File: src/logic/rv32_decode_pkg.sv
//////////////////////////////////////////////////
// rv32 decode package
// opcodes, alu and csr operators and the control
// bundle shared by the decode stage and its decoders
//////////////////////////////////////////////////

package rv32_decode_pkg;

  localparam int unsigned INSTR_W = 32;  // fetched word width

  //////////////////////////////////////////////////
  // major opcodes, instr[6:0]
  localparam logic [6:0] OPCODE_LUI    = 7'h37;
  localparam logic [6:0] OPCODE_AUIPC  = 7'h17;
  localparam logic [6:0] OPCODE_JAL    = 7'h6f;
  localparam logic [6:0] OPCODE_JALR   = 7'h67;
  localparam logic [6:0] OPCODE_BRANCH = 7'h63;
  localparam logic [6:0] OPCODE_LOAD   = 7'h03;
  localparam logic [6:0] OPCODE_STORE  = 7'h23;
  localparam logic [6:0] OPCODE_OPIMM  = 7'h13;
  localparam logic [6:0] OPCODE_OP     = 7'h33;
  localparam logic [6:0] OPCODE_FENCE  = 7'h0f;
  localparam logic [6:0] OPCODE_SYSTEM = 7'h73;

  //////////////////////////////////////////////////
  // operator encodings
  typedef enum logic [3:0] {
    ALU_ADD, ALU_SUB, ALU_XOR, ALU_OR,  ALU_AND, ALU_SLL, ALU_SRL, ALU_SRA,
    ALU_SLT, ALU_SLTU,                         // set-less-than results
    ALU_EQ,  ALU_NE,  ALU_LT, ALU_GE, ALU_LTU, ALU_GEU  // branch compares
  } alu_op_e;

  typedef enum logic [1:0] {
    CSR_OP_READ,   // no write side effect
    CSR_OP_WRITE,
    CSR_OP_SET,
    CSR_OP_CLEAR
  } csr_op_e;

  //////////////////////////////////////////////////
  // control bundle handed to execute
  typedef struct packed {
    logic       illegal_insn;
    logic       alu_en;
    alu_op_e    alu_operator;
    logic       alu_bch;          // conditional branch
    logic       alu_jmp;          // jal or jalr
    logic       alu_jmpr;         // jump target from rs1
    logic       rf_we;
    logic [1:0] rf_re;            // [0] rs1, [1] rs2
    logic       lsu_en;
    logic       lsu_we;
    logic [1:0] lsu_size;         // byte, half, word
    logic       lsu_sext;
    logic       csr_en;
    csr_op_e    csr_op;
    logic       sys_en;
    logic       sys_ecall_insn;
    logic       sys_ebrk_insn;
    logic       sys_mret_insn;
    logic       sys_dret_insn;
    logic       sys_wfi_insn;
    logic       sys_fencei_insn;  // fence and fence.i both flush
  } decoder_ctrl_t;

  // empty bundle with only the illegal flag raised
  localparam decoder_ctrl_t DECODER_CTRL_ILLEGAL = '{
    illegal_insn: 1'b1,
    alu_operator: ALU_ADD,
    csr_op:       CSR_OP_READ,
    default:      '0
  };

endpackage
File: src/logic/rv32i_decode_stage.sv
//////////////////////////////////////////////////
// rv32i decode stage
// picks the matching sub-decoder bundle and holds
// the id/ex register, one cycle latency
//////////////////////////////////////////////////

`timescale 1ns/1ps

module rv32i_decode_stage import rv32_decode_pkg::*; (
  input  logic               clk,
  input  logic               rst_n_i,
  input  logic               instr_valid_i,
  input  logic [INSTR_W-1:0] instr_rdata_i,
  input  logic               debug_mode_i,
  input  logic               debug_wfi_no_sleep_i,
  output logic               ctrl_valid_o,
  output logic               illegal_insn_o,
  output logic               alu_en_o,
  output alu_op_e            alu_operator_o,
  output logic               alu_bch_o,
  output logic               alu_jmp_o,
  output logic               alu_jmpr_o,
  output logic               rf_we_o,
  output logic [1:0]         rf_re_o,
  output logic               lsu_en_o,
  output logic               lsu_we_o,
  output logic [1:0]         lsu_size_o,
  output logic               lsu_sext_o,
  output logic               csr_en_o,
  output csr_op_e            csr_op_o,
  output logic               sys_en_o,
  output logic               sys_ecall_o,
  output logic               sys_ebrk_o,
  output logic               sys_mret_o,
  output logic               sys_dret_o,
  output logic               sys_wfi_o,
  output logic               sys_fencei_o
);

  logic          rvc_match;
  logic          rvc_illegal;
  logic          alu_match;
  decoder_ctrl_t alu_ctrl;
  logic          sys_match;
  decoder_ctrl_t sys_ctrl;
  decoder_ctrl_t ctrl_d;    // selected bundle for this word
  decoder_ctrl_t ctrl_q;    // id/ex register
  logic          valid_q;

  //////////////////////////////////////////////////
  // sub-decoders, all see the same raw word
  rvc_checker u_rvc (
    .instr_rdata_i (instr_rdata_i),
    .rvc_o         (rvc_match),
    .illegal_o     (rvc_illegal)
  );

  alu_lsu_decoder u_alu_lsu (
    .instr_rdata_i (instr_rdata_i),
    .match_o       (alu_match),
    .ctrl_o        (alu_ctrl)
  );

  sys_decoder u_sys (
    .instr_rdata_i        (instr_rdata_i),
    .debug_mode_i         (debug_mode_i),
    .debug_wfi_no_sleep_i (debug_wfi_no_sleep_i),
    .match_o              (sys_match),
    .ctrl_o               (sys_ctrl)
  );

  // priority by match level only, no opcode compare here
  always_comb begin
    if (rvc_match) begin
      ctrl_d              = '0;           // no expansion, legality only
      ctrl_d.illegal_insn = rvc_illegal;
    end else if (alu_match) begin
      ctrl_d = alu_ctrl;
    end else if (sys_match) begin
      ctrl_d = sys_ctrl;
    end else begin
      ctrl_d = DECODER_CTRL_ILLEGAL;      // unknown major opcode
    end
  end

  //////////////////////////////////////////////////
  // id/ex register
  always_ff @(posedge clk) begin
    if (!rst_n_i) begin
      valid_q <= 1'b0;
      ctrl_q  <= '0;
    end else begin
      valid_q <= instr_valid_i;
      if (instr_valid_i) ctrl_q <= ctrl_d;
      else               ctrl_q <= '0;    // bubble carries no enables
    end
  end

  assign ctrl_valid_o   = valid_q;
  assign illegal_insn_o = ctrl_q.illegal_insn;
  assign alu_en_o       = ctrl_q.alu_en;
  assign alu_operator_o = ctrl_q.alu_operator;
  assign alu_bch_o      = ctrl_q.alu_bch;
  assign alu_jmp_o      = ctrl_q.alu_jmp;
  assign alu_jmpr_o     = ctrl_q.alu_jmpr;
  assign rf_we_o        = ctrl_q.rf_we;
  assign rf_re_o        = ctrl_q.rf_re;
  assign lsu_en_o       = ctrl_q.lsu_en;
  assign lsu_we_o       = ctrl_q.lsu_we;
  assign lsu_size_o     = ctrl_q.lsu_size;
  assign lsu_sext_o     = ctrl_q.lsu_sext;
  assign csr_en_o       = ctrl_q.csr_en;
  assign csr_op_o       = ctrl_q.csr_op;
  assign sys_en_o       = ctrl_q.sys_en;
  assign sys_ecall_o    = ctrl_q.sys_ecall_insn;
  assign sys_ebrk_o     = ctrl_q.sys_ebrk_insn;
  assign sys_mret_o     = ctrl_q.sys_mret_insn;
  assign sys_dret_o     = ctrl_q.sys_dret_insn;
  assign sys_wfi_o      = ctrl_q.sys_wfi_insn;
  assign sys_fencei_o   = ctrl_q.sys_fencei_insn;

  // execute must never see work in a bubble slot
  a_idle_no_enables : assert property (@(posedge clk) disable iff (!rst_n_i)
    !ctrl_valid_o |-> !(alu_en_o || lsu_en_o || csr_en_o || sys_en_o || rf_we_o))
    else $error("rv32i_decode_stage: enable set while ctrl_valid_o is low");

endmodule

File: src/logic/sys_decoder.sv
//////////////////////////////////////////////////
// system decoder
// fences, ecall/ebreak/mret/dret/wfi and csr
// accesses, dret and wfi follow the debug levels
//////////////////////////////////////////////////

`timescale 1ns/1ps

module sys_decoder import rv32_decode_pkg::*; (
  input  logic [INSTR_W-1:0] instr_rdata_i,
  input  logic               debug_mode_i,          // core is halted in debug
  input  logic               debug_wfi_no_sleep_i,  // sleeping not allowed now
  output logic               match_o,
  output decoder_ctrl_t      ctrl_o
);

  logic [2:0] funct3;
  logic [4:0] rs1;  // also the csr uimm

  assign funct3 = instr_rdata_i[14:12];
  assign rs1    = instr_rdata_i[19:15];

  always_comb begin
    ctrl_o              = DECODER_CTRL_ILLEGAL;
    ctrl_o.illegal_insn = 1'b0;
    match_o             = 1'b1;

    unique case (instr_rdata_i[6:0])
      OPCODE_FENCE: begin
        if (funct3[2:1] != 2'b00) begin
          ctrl_o = DECODER_CTRL_ILLEGAL;
        end else begin
          ctrl_o.sys_en          = 1'b1;
          ctrl_o.sys_fencei_insn = 1'b1;  // plain fence takes the fence.i flush too
        end
      end

      OPCODE_SYSTEM: begin
        if (funct3 == 3'b000) begin
          // privileged words, rs1 and rd must be x0
          if ((rs1 != 5'd0) || (instr_rdata_i[11:7] != 5'd0)) begin
            ctrl_o = DECODER_CTRL_ILLEGAL;
          end else begin
            ctrl_o.sys_en = 1'b1;
            unique case (instr_rdata_i[31:20])
              12'h000: ctrl_o.sys_ecall_insn = 1'b1;
              12'h001: ctrl_o.sys_ebrk_insn  = 1'b1;
              12'h302: ctrl_o.sys_mret_insn  = 1'b1;
              12'h7b2: begin
                if (debug_mode_i) ctrl_o.sys_dret_insn = 1'b1;
                else              ctrl_o = DECODER_CTRL_ILLEGAL;  // dret outside debug
              end
              12'h105: ctrl_o.sys_wfi_insn = !debug_wfi_no_sleep_i;  // else acts as a nop
              default: ctrl_o = DECODER_CTRL_ILLEGAL;
            endcase
          end
        end else if (funct3[1:0] == 2'b00) begin
          ctrl_o = DECODER_CTRL_ILLEGAL;  // funct3 100 is not a csr op
        end else begin
          ctrl_o.csr_en   = 1'b1;
          ctrl_o.rf_we    = 1'b1;
          ctrl_o.rf_re[0] = !funct3[2];  // immediate forms read no register
          // set/clear with nothing to apply is a pure read
          if (funct3[1:0] == 2'b01)  ctrl_o.csr_op = CSR_OP_WRITE;
          else if (rs1 == 5'd0)      ctrl_o.csr_op = CSR_OP_READ;
          else if (funct3[0])        ctrl_o.csr_op = CSR_OP_CLEAR;
          else                       ctrl_o.csr_op = CSR_OP_SET;
        end
      end

      default: match_o = 1'b0;
    endcase

    // the controller acts on a single system kind at a time
    assert ($onehot0({ctrl_o.sys_ecall_insn, ctrl_o.sys_ebrk_insn, ctrl_o.sys_mret_insn,
                      ctrl_o.sys_dret_insn, ctrl_o.sys_wfi_insn, ctrl_o.sys_fencei_insn}))
      else $error("sys_decoder: more than one system kind bit set");
  end

endmodule

File: src/logic/alu_lsu_decoder.sv
//////////////////////////////////////////////////
// alu / lsu decoder
// jumps, branches, loads, stores, lui, auipc,
// op-imm and op into the control bundle
//////////////////////////////////////////////////

`timescale 1ns/1ps

module alu_lsu_decoder import rv32_decode_pkg::*; (
  input  logic [INSTR_W-1:0] instr_rdata_i,
  output logic               match_o,  // opcode is in one of our groups
  output decoder_ctrl_t      ctrl_o
);

  logic [2:0] funct3;
  logic [6:0] funct7;

  assign funct3 = instr_rdata_i[14:12];
  assign funct7 = instr_rdata_i[31:25];

  always_comb begin
    ctrl_o              = DECODER_CTRL_ILLEGAL;
    ctrl_o.illegal_insn = 1'b0;  // start from an empty bundle
    match_o             = 1'b1;

    unique case (instr_rdata_i[6:0])
      //////////////////////////////////////////////////
      // control transfer
      OPCODE_JAL: begin
        ctrl_o.alu_en  = 1'b1;  // alu forms the link address
        ctrl_o.alu_jmp = 1'b1;
        ctrl_o.rf_we   = 1'b1;
      end

      OPCODE_JALR: begin
        if (funct3 != 3'b000) begin
          ctrl_o = DECODER_CTRL_ILLEGAL;
        end else begin
          ctrl_o.alu_en   = 1'b1;
          ctrl_o.alu_jmp  = 1'b1;
          ctrl_o.alu_jmpr = 1'b1;  // target from rs1, hazard check needs it
          ctrl_o.rf_we    = 1'b1;
          ctrl_o.rf_re[0] = 1'b1;
        end
      end

      OPCODE_BRANCH: begin
        ctrl_o.alu_en  = 1'b1;
        ctrl_o.alu_bch = 1'b1;
        ctrl_o.rf_re   = 2'b11;  // compare rs1 with rs2
        unique case (funct3)
          3'b000:  ctrl_o.alu_operator = ALU_EQ;
          3'b001:  ctrl_o.alu_operator = ALU_NE;
          3'b100:  ctrl_o.alu_operator = ALU_LT;
          3'b101:  ctrl_o.alu_operator = ALU_GE;
          3'b110:  ctrl_o.alu_operator = ALU_LTU;
          3'b111:  ctrl_o.alu_operator = ALU_GEU;
          default: ctrl_o = DECODER_CTRL_ILLEGAL;  // funct3 2 and 3 unused
        endcase
      end

      //////////////////////////////////////////////////
      // load / store
      OPCODE_LOAD: begin
        ctrl_o.lsu_en   = 1'b1;
        ctrl_o.rf_we    = 1'b1;
        ctrl_o.rf_re[0] = 1'b1;          // base address
        ctrl_o.lsu_size = funct3[1:0];
        ctrl_o.lsu_sext = !funct3[2];    // lbu/lhu zero extend
        // ld, and the two reserved unsigned sizes
        if ((funct3 == 3'b011) || (funct3 == 3'b110) || (funct3 == 3'b111)) begin
          ctrl_o = DECODER_CTRL_ILLEGAL;
        end
      end

      OPCODE_STORE: begin
        ctrl_o.lsu_en   = 1'b1;
        ctrl_o.lsu_we   = 1'b1;
        ctrl_o.rf_re    = 2'b11;         // base and write data
        ctrl_o.lsu_size = funct3[1:0];
        if (funct3[2] || (funct3[1:0] == 2'b11)) begin
          ctrl_o = DECODER_CTRL_ILLEGAL;
        end
      end

      //////////////////////////////////////////////////
      // alu
      OPCODE_LUI, OPCODE_AUIPC: begin
        ctrl_o.alu_en = 1'b1;  // imm + zero or imm + pc, both an add
        ctrl_o.rf_we  = 1'b1;
      end

      OPCODE_OPIMM: begin
        ctrl_o.alu_en   = 1'b1;
        ctrl_o.rf_we    = 1'b1;
        ctrl_o.rf_re[0] = 1'b1;
        unique case (funct3)
          3'b000: ctrl_o.alu_operator = ALU_ADD;
          3'b010: ctrl_o.alu_operator = ALU_SLT;
          3'b011: ctrl_o.alu_operator = ALU_SLTU;
          3'b100: ctrl_o.alu_operator = ALU_XOR;
          3'b110: ctrl_o.alu_operator = ALU_OR;
          3'b111: ctrl_o.alu_operator = ALU_AND;
          3'b001: begin
            ctrl_o.alu_operator = ALU_SLL;
            if (funct7 != 7'h00) ctrl_o = DECODER_CTRL_ILLEGAL;
          end
          default: begin  // 101, srli or srai by funct7
            if (funct7 == 7'h00) begin
              ctrl_o.alu_operator = ALU_SRL;
            end else if (funct7 == 7'h20) begin
              ctrl_o.alu_operator = ALU_SRA;
            end else begin
              ctrl_o = DECODER_CTRL_ILLEGAL;
            end
          end
        endcase
      end

      OPCODE_OP: begin
        ctrl_o.alu_en   = 1'b1;
        ctrl_o.rf_we    = 1'b1;
        ctrl_o.rf_re[0] = 1'b1;
        ctrl_o.rf_re[1] = !instr_rdata_i[28];
        unique case ({funct7, funct3})
          {7'h00, 3'b000}: ctrl_o.alu_operator = ALU_ADD;
          {7'h20, 3'b000}: ctrl_o.alu_operator = ALU_SUB;
          {7'h00, 3'b001}: ctrl_o.alu_operator = ALU_SLL;
          {7'h00, 3'b010}: ctrl_o.alu_operator = ALU_SLT;
          {7'h00, 3'b011}: ctrl_o.alu_operator = ALU_SLTU;
          {7'h00, 3'b100}: ctrl_o.alu_operator = ALU_XOR;
          {7'h00, 3'b101}: ctrl_o.alu_operator = ALU_SRL;
          {7'h20, 3'b101}: ctrl_o.alu_operator = ALU_SRA;
          {7'h00, 3'b110}: ctrl_o.alu_operator = ALU_OR;
          {7'h00, 3'b111}: ctrl_o.alu_operator = ALU_AND;
          default:         ctrl_o = DECODER_CTRL_ILLEGAL;  // m-ext and unknown pairs
        endcase
      end

      default: match_o = 1'b0;  // left to the sys decoder
    endcase

    // execute issues to one unit per instruction
    assert (!(ctrl_o.alu_en && ctrl_o.lsu_en))
      else $error("alu_lsu_decoder: alu and lsu both enabled");
  end

endmodule

File: src/logic/rvc_checker.sv
//////////////////////////////////////////////////
// rvc checker
// spots compressed words and flags reserved or
// unsupported rvc encodings, no expansion
//////////////////////////////////////////////////

`timescale 1ns/1ps

module rvc_checker import rv32_decode_pkg::*; (
  input  logic [INSTR_W-1:0] instr_rdata_i,  // raw fetched word
  output logic               rvc_o,          // low bits not 11
  output logic               illegal_o       // reserved or unsupported form
);

  logic [2:0] funct3;  // rvc funct3 sits in [15:13]
  logic [4:0] rd;      // rd/rs1 field
  logic [4:0] rs2;

  assign funct3 = instr_rdata_i[15:13];
  assign rd     = instr_rdata_i[11:7];
  assign rs2    = instr_rdata_i[6:2];

  always_comb begin
    rvc_o     = (instr_rdata_i[1:0] != 2'b11);
    illegal_o = 1'b0;

    unique case (instr_rdata_i[1:0])
      // quadrant 0
      2'b00: begin
        unique case (funct3)
          3'b000:         illegal_o = (instr_rdata_i[12:5] == 8'h00);  // c.addi4spn, zero imm
          3'b010, 3'b110: illegal_o = 1'b0;                            // c.lw, c.sw
          default:        illegal_o = 1'b1;  // fp loads/stores and reserved 100
        endcase
      end

      // quadrant 1
      2'b01: begin
        unique case (funct3)
          // c.lui / c.addi16sp need a nonzero imm
          3'b011: illegal_o = ({instr_rdata_i[12], rs2} == 6'h00);
          3'b100: begin
            // srli/srai shamt[5] and the subw/addw row, c.andi is fine
            if (instr_rdata_i[11:10] != 2'b10) begin
              illegal_o = instr_rdata_i[12];
            end
          end
          default: illegal_o = 1'b0;
        endcase
      end

      // quadrant 2
      2'b10: begin
        unique case (funct3)
          3'b000:  illegal_o = instr_rdata_i[12];  // c.slli shamt[5] is rv64 only
          3'b010:  illegal_o = (rd == 5'd0);       // c.lwsp to x0
          3'b100:  illegal_o = !instr_rdata_i[12] && (rs2 == 5'd0) && (rd == 5'd0);  // c.jr x0
          3'b110:  illegal_o = 1'b0;               // c.swsp
          default: illegal_o = 1'b1;               // fp sp-relative forms
        endcase
      end

      default: illegal_o = 1'b0;  // full-size word, not ours
    endcase

    // the top relies on a 32-bit word never reporting rvc illegal
    assert (rvc_o || !illegal_o)
      else $error("rvc_checker: illegal_o raised for a non-compressed word");
  end

endmodule

File: config.mk
export PLATFORM = sky130hd
export DESIGN_NAME = rv32i_decode_stage
export DESIGN_NICKNAME = d
export VERILOG_FILES = /design/src/logic/rv32_decode_pkg.sv /design/src/logic/rv32i_decode_stage.sv /design/src/logic/sys_decoder.sv /design/src/logic/alu_lsu_decoder.sv /design/src/logic/rvc_checker.sv
export SDC_FILE = /design/constraint.sdc
export NUM_CORES = 1
export LEC_CHECK = 0
export BUFFER_PORTS_ARGS = -buffer_cell sky130_fd_sc_hd__buf_2
export CAP_MARGIN = 40
export CELL_PAD_IN_SITES_DETAIL_PLACEMENT = 2
export CELL_PAD_IN_SITES_GLOBAL_PLACEMENT = 2
export CORE_AREA = 2 2 84 86
export CTS_CLUSTER_DIAMETER = 60
export DETAILED_ROUTE_END_ITERATION = 6
export DIE_AREA = 0 0 86 88
export PLACE_DENSITY_LB_ADDON = 0.1
export RECOVER_POWER = 50
export SYNTH_ARGS = -nofsm -noshare
export SYNTH_HDL_FRONTEND = slang
export SYNTH_SLANG_ARGS = --single-unit
File: constraint.sdc
create_clock -name clk -period 2.1 [get_ports clk]
set_input_delay 0 -clock clk [delete_from_list [all_inputs] [get_ports clk]]
set_output_delay 0 -clock clk [all_outputs]
set_load 0.005 [all_outputs]
### Word level (Yosys, flattened, before mapping)

Cells that the tools add are included.

* bits of input ports: 37
* register bits: 28

* bitwise logic cells: 2
* multiplexer cells: 58
* equal/unequal tests: 42
* reduce and logical (&&, ||, !) cells: 37

Operator list (number)
* 27-bit 2-to-1 mux: 8
* 17-bit case mux with 6 select lines: 1
* 21-bit case mux with 2 select lines: 2
* 18-bit 2-to-1 mux: 3
* 27-bit case mux with 2 select lines: 1
* 10-bit by 3-bit == test with 1-bit output (second input constant): 4
* 4-bit case mux with 9 select lines: 1
* 7-bit by 6-bit == test with 1-bit output (second input constant): 4
* 7-bit == test (second input constant): 4
* 4-bit case mux with 7 select lines: 1
* 5-bit case mux with 5 select lines: 1
* 24-bit 2-to-1 mux: 1
* 4-bit case mux with 6 select lines: 1
* 21-bit 2-to-1 mux: 1
* 1-bit case mux with 7 select lines: 3
* 10-bit by 2-bit == test with 1-bit output (second input constant): 2
* 10-bit by 9-bit == test with 1-bit output (second input constant): 2
* 20-bit 2-to-1 mux: 1
* 3-bit == test (second input constant): 6
* 5-bit logical NOT: 3
* 7-bit by 5-bit == test with 1-bit output (second input constant): 2
* 12-bit by 1-bit == test with 1-bit output (second input constant): 1
* 12-bit by 10-bit == test with 1-bit output (second input constant): 1
* 12-bit by 11-bit == test with 1-bit output (second input constant): 1
* other kinds (41): 84

### Logic depth before layout (Yosys ltp)

* word-level depth: 9
* gate-level depth with buffers: 8
* depth with buffers taken out: 6

### Cells and area by module

Synthesis repeated with hierarchy kept, for this count alone.

* cell total of the unflattened synthesis: 299
* area total of the unflattened synthesis: 2263.4 µm²

Modules (own cells, without submodules)
* rv32i_decode_stage: cells an instance 99, instances 1, area an instance 967.2 µm²
* alu_lsu_decoder: cells an instance 116, instances 1, area an instance 739.5 µm²
* sys_decoder: cells an instance 63, instances 1, area an instance 399.1 µm²
* rvc_checker: cells an instance 21, instances 1, area an instance 157.7 µm²

### Worst setup path after synthesis

Ideal clock, no wire load.

* kind: input-to-reg
* start: input instr_rdata_i[31]
* end: register ctrl_q (netlist bit alu_operator_o[0])
* library setup time: 0.065 ns
* arrival: 1.754 ns
* slack: 0.281 ns
* required time: 2.035 ns
* stages: 6
* cells stage by stage: or4_4 or3_4 or4b_4 nor3_2 a211oi_1 nor2_1

* cells in the longest elaborated chain, start to end: 8
* elaborated cells on any way between the ends: 30
* those cells by class: eq/ne (14); mux (12); reduce/logical (4)

RTL lines
* start: declaration: RTL line rv32i_decode_stage.sv:13 `input logic [INSTR_W-1:0] instr_rdata_i,`
* 12-bit by 1-bit == test with 1-bit output (tied with other cells): RTL line sys_decoder.sv:45 `unique case (instr_rdata_i[31:20])`
* 4-bit OR reduction (no source line)
* 21-bit case mux with 2 select lines: RTL line sys_decoder.sv:45
* 27-bit 2-to-1 mux: RTL line sys_decoder.sv:41 `if ((rs1 != 5'd0) || (instr_rdata_i[11:7] != 5'd0)) begin`
* 27-bit 2-to-1 mux: RTL line sys_decoder.sv:39 `if (funct3 == 3'b000) begin`
* 27-bit case mux with 2 select lines: RTL line sys_decoder.sv:28 `unique case (instr_rdata_i[6:0])`
* 27-bit 2-to-1 mux: RTL line rv32i_decode_stage.sv:79 `end else if (sys_match) begin`
* 27-bit 2-to-1 mux (*): RTL line rv32i_decode_stage.sv:77 `end else if (alu_match) begin`
* end signal: assignment: RTL line rv32i_decode_stage.sv:94 `if (instr_valid_i) ctrl_q <= ctrl_d;`
* end: declaration: RTL line rv32i_decode_stage.sv:47 `decoder_ctrl_t ctrl_q;`

Every way passes the cells marked *; elsewhere a longest branch is shown, timed or not.
A chain may end at the register's enable or synchronous reset.

### Final worst setup path

* start: input instr_rdata_i[31]
* end: register ctrl_q (netlist bit alu_operator_o[1])

Same word-level chain as after synthesis.

==> flow_summary_export.csv <==
group,metric,value,unit
finish,nets,335,
global_route,grt_pass1_wl,10690,um
clock_tree,clk_pin_slew_worst_paths,100,ps
yosys,syn_inst,222,
clock_tree,cts-root-buf,"clkbuf_8",
route,via_per_inst,5.143,
clock_tree,cts_tree,"yes",
clock_tree,cts_buffers,3,
route,first_pass_iters,4,
global_route,grt_use_total,0.1809,
timing,period_share,0.8271,
yosys,synth.cell_area,0.001633,mm2
placement,dp_cells,369,
yosys,seq_area_frac_synth,0.3433,
timing,rsz0062_at_grt,"no",
status,violations,"negative hold slack",
floorplan,core_region_area,0.006644,mm2
timing,hold_ws,-8.793,ps
yosys,synthTopCellsByArea,"dfxtp_1 34%, nor2_1 6.2%, nor3_1 5.8%",
yosys,synth_edf_count,0,
yosys,synth_nets,259,
timing,finalHoldViolCount,1,
finish,layout_common_cells,"55 x buf_2, 28 x dfxtp_1, 27 x nor2_1",
floorplan,rows,30,
clock_tree,htreeDepth,1,
critical_path,path_max_fanout,4,
route,drc,0,
floorplan,die_h,88,um
route,met1Wirelength,3095,um
route,wl_met2,2924,um
floorplan,die-area,0.007568,mm2
critical_path,critical_path_class,"input port to register",
timing,tightest_slew,449.8,ps
timing,max_freq,575.7,MHz
route,drt_wl_total,6359,um
route,drt_iter0_markers,86,
yosys,syn_avg_cell_area,7.355,um2
pwr,p_total,1.067,mW
finish,instances_no_fill,377,
route,top_layer_used,"met4",
timing,slew_violations,0,
floorplan,io_pins,65,
yosys,yosysTopAreaCell,"dfxtp_1",
pwr,p_leak,0.8621,nW
route,post_drt_wl_per_cell,16.87,um
timing,fin_crit,1737,ps
yosys,synth-main-ff-cell,"dfxtp_1",
finish,fillerInstances,821,
floorplan,start_util,0.2458,
global_route,grt_max_degree,16,
placement,gp_congestion,0.8227,
yosys,synth_seq_cells,28,
finish,mostFrequentLayoutCell,"buf_2",
finish,diodes,0,
clock_tree,clk_path_buf_depth,2,
run,maxCapViolations,0,
clock_tree,cts_sinks,28,
critical_path,critPathRequiredTime,2330,ps
route,drtAntennaViolNets,0,
status,outcome,"finished, violations left",
route,vias,1939,
yosys,ys_types,49,
global_route,overflow,0,
global_route,first_global_vias,2031,
route,wl_met3,222,um
floorplan,dieWidth,86,um
critical_path,arrival,1970,ps
global_route,antenna_found_initial,0,
critical_path,cp-start-kind,"input port",
timing,tns,0,ps
critical_path,worst_setup_path_end_kind,"register",
yosys,synth_top_area_frac,0.3433,
hold_path,hold_path.class,"input port to register",
timing,slew_headroom,0.6960,
finish,drive_gt1_frac,0.2795,
pwr,p_per_area,483.1,mW/mm2
yosys,yosys_warnings,0,
placement,dpl.hpwl,5130,um
finish,area_growth,35.33,%
yosys,async_flop_share,0,
timing,setup_violations,0,
pwr,ir_drop,0.1940,mV
placement,io_buffers,64,
-- layer usage --
metal | GRT usage | vias to the layer above
met4 | 0.05772 | 0
met3 | 0.02074 | 7
met1 | 0.2492 | 921
met5 | 0 | -
li1 | - | 961
met2 | 0.2953 | 50
-- path summary, 6_finish.rpt --
check	startpoint	endpoint	slack (ps)	depth (start not counted)
worst min-delay path	instr_rdata_i[28]	sys_ecall_o	-9	2
worst max-delay path	instr_rdata_i[31]	alu_operator_o[1]	360	7
-- flip-flops by register name, indices dropped and copies added, names as in the netlist, 2 cells and up --
register	flops
alu_operator_o	4
csr_op_o	2
lsu_size_o	2
rf_re_o	2
-- final cells by class --
type,instances,area [um2],share of cell area
Multi-Input combinational cell,174,1002,0.4536
Sequential cell,28,560.5,0.2537
Inverter,8,30.03,0.01359
Tap cell,80,100.1,0.04530
Clock buffer,4,55.05,0.02492
Timing Repair Buffer,83,461.7,0.2089
-- critical path, stage by stage --
cell and delay (ps):
buf_2 110, or4_4 550, or3_4 370, or4b_4 590, o21ai_1 160, a32oi_1 110
nor2_1 80
-- logic make-up (layout without fill, tap and decap cells) --
logic type,after synthesis,in the layout,share of synthesized area
xor+xnor,1,1,0.005365
flops,28,28,0.3433
compound gates,47,47,0.1893
buf+inv,20,95,0.04674
simple gates,126,126,0.4153
-- through the flow --
stage / hold slack [ps] / setup slack, ps / util / area [um2]
4_1_cts: 1.906 / 31.25 / 0.3348 / 2225
6_report: -8.793 / 363.1 / 0.3326 / 2210
5_1_grt: 22.05 / 186.6 / 0.3326 / 2210
2_1_floorplan: 76.82 / 280.8 / - / 1633
3_5_place_dp: 258.0 / 63.92 / 0.3190 / 2120
3_3_place_gp: 255.4 / 101.3 / 0.3190 / 2120
-- timing repair --
item,in CTS,in global routing
hold buffers,5,0
setup endpoints to repair,0,1
gates resized for setup,0,1
endpoints found under the hold margin,4,0
setup buffers,0,0
-- synthesized netlist by cell type, types with 4 or more instances --
cell,instances
nor3_1,19
nand3_1,12
or3_1,6
inv_1,8
o21ai_0,9
nand2b_1,4
nor2_1,27
nand2_1,22
clkbuf_1,11
a21oi_1,14
dfxtp_1,28
nor4_1,7
nor2b_1,6
-- power breakdown --
group | switching (mW) | leakage [nW] | internal, mW
sequential | 0.000861 | 0.226 | 0.533
combinational | 0.111 | 0.608 | 0.0735
clock | 0.181 | 0.0288 | 0.168
Power figures use the tool's default switching activity.
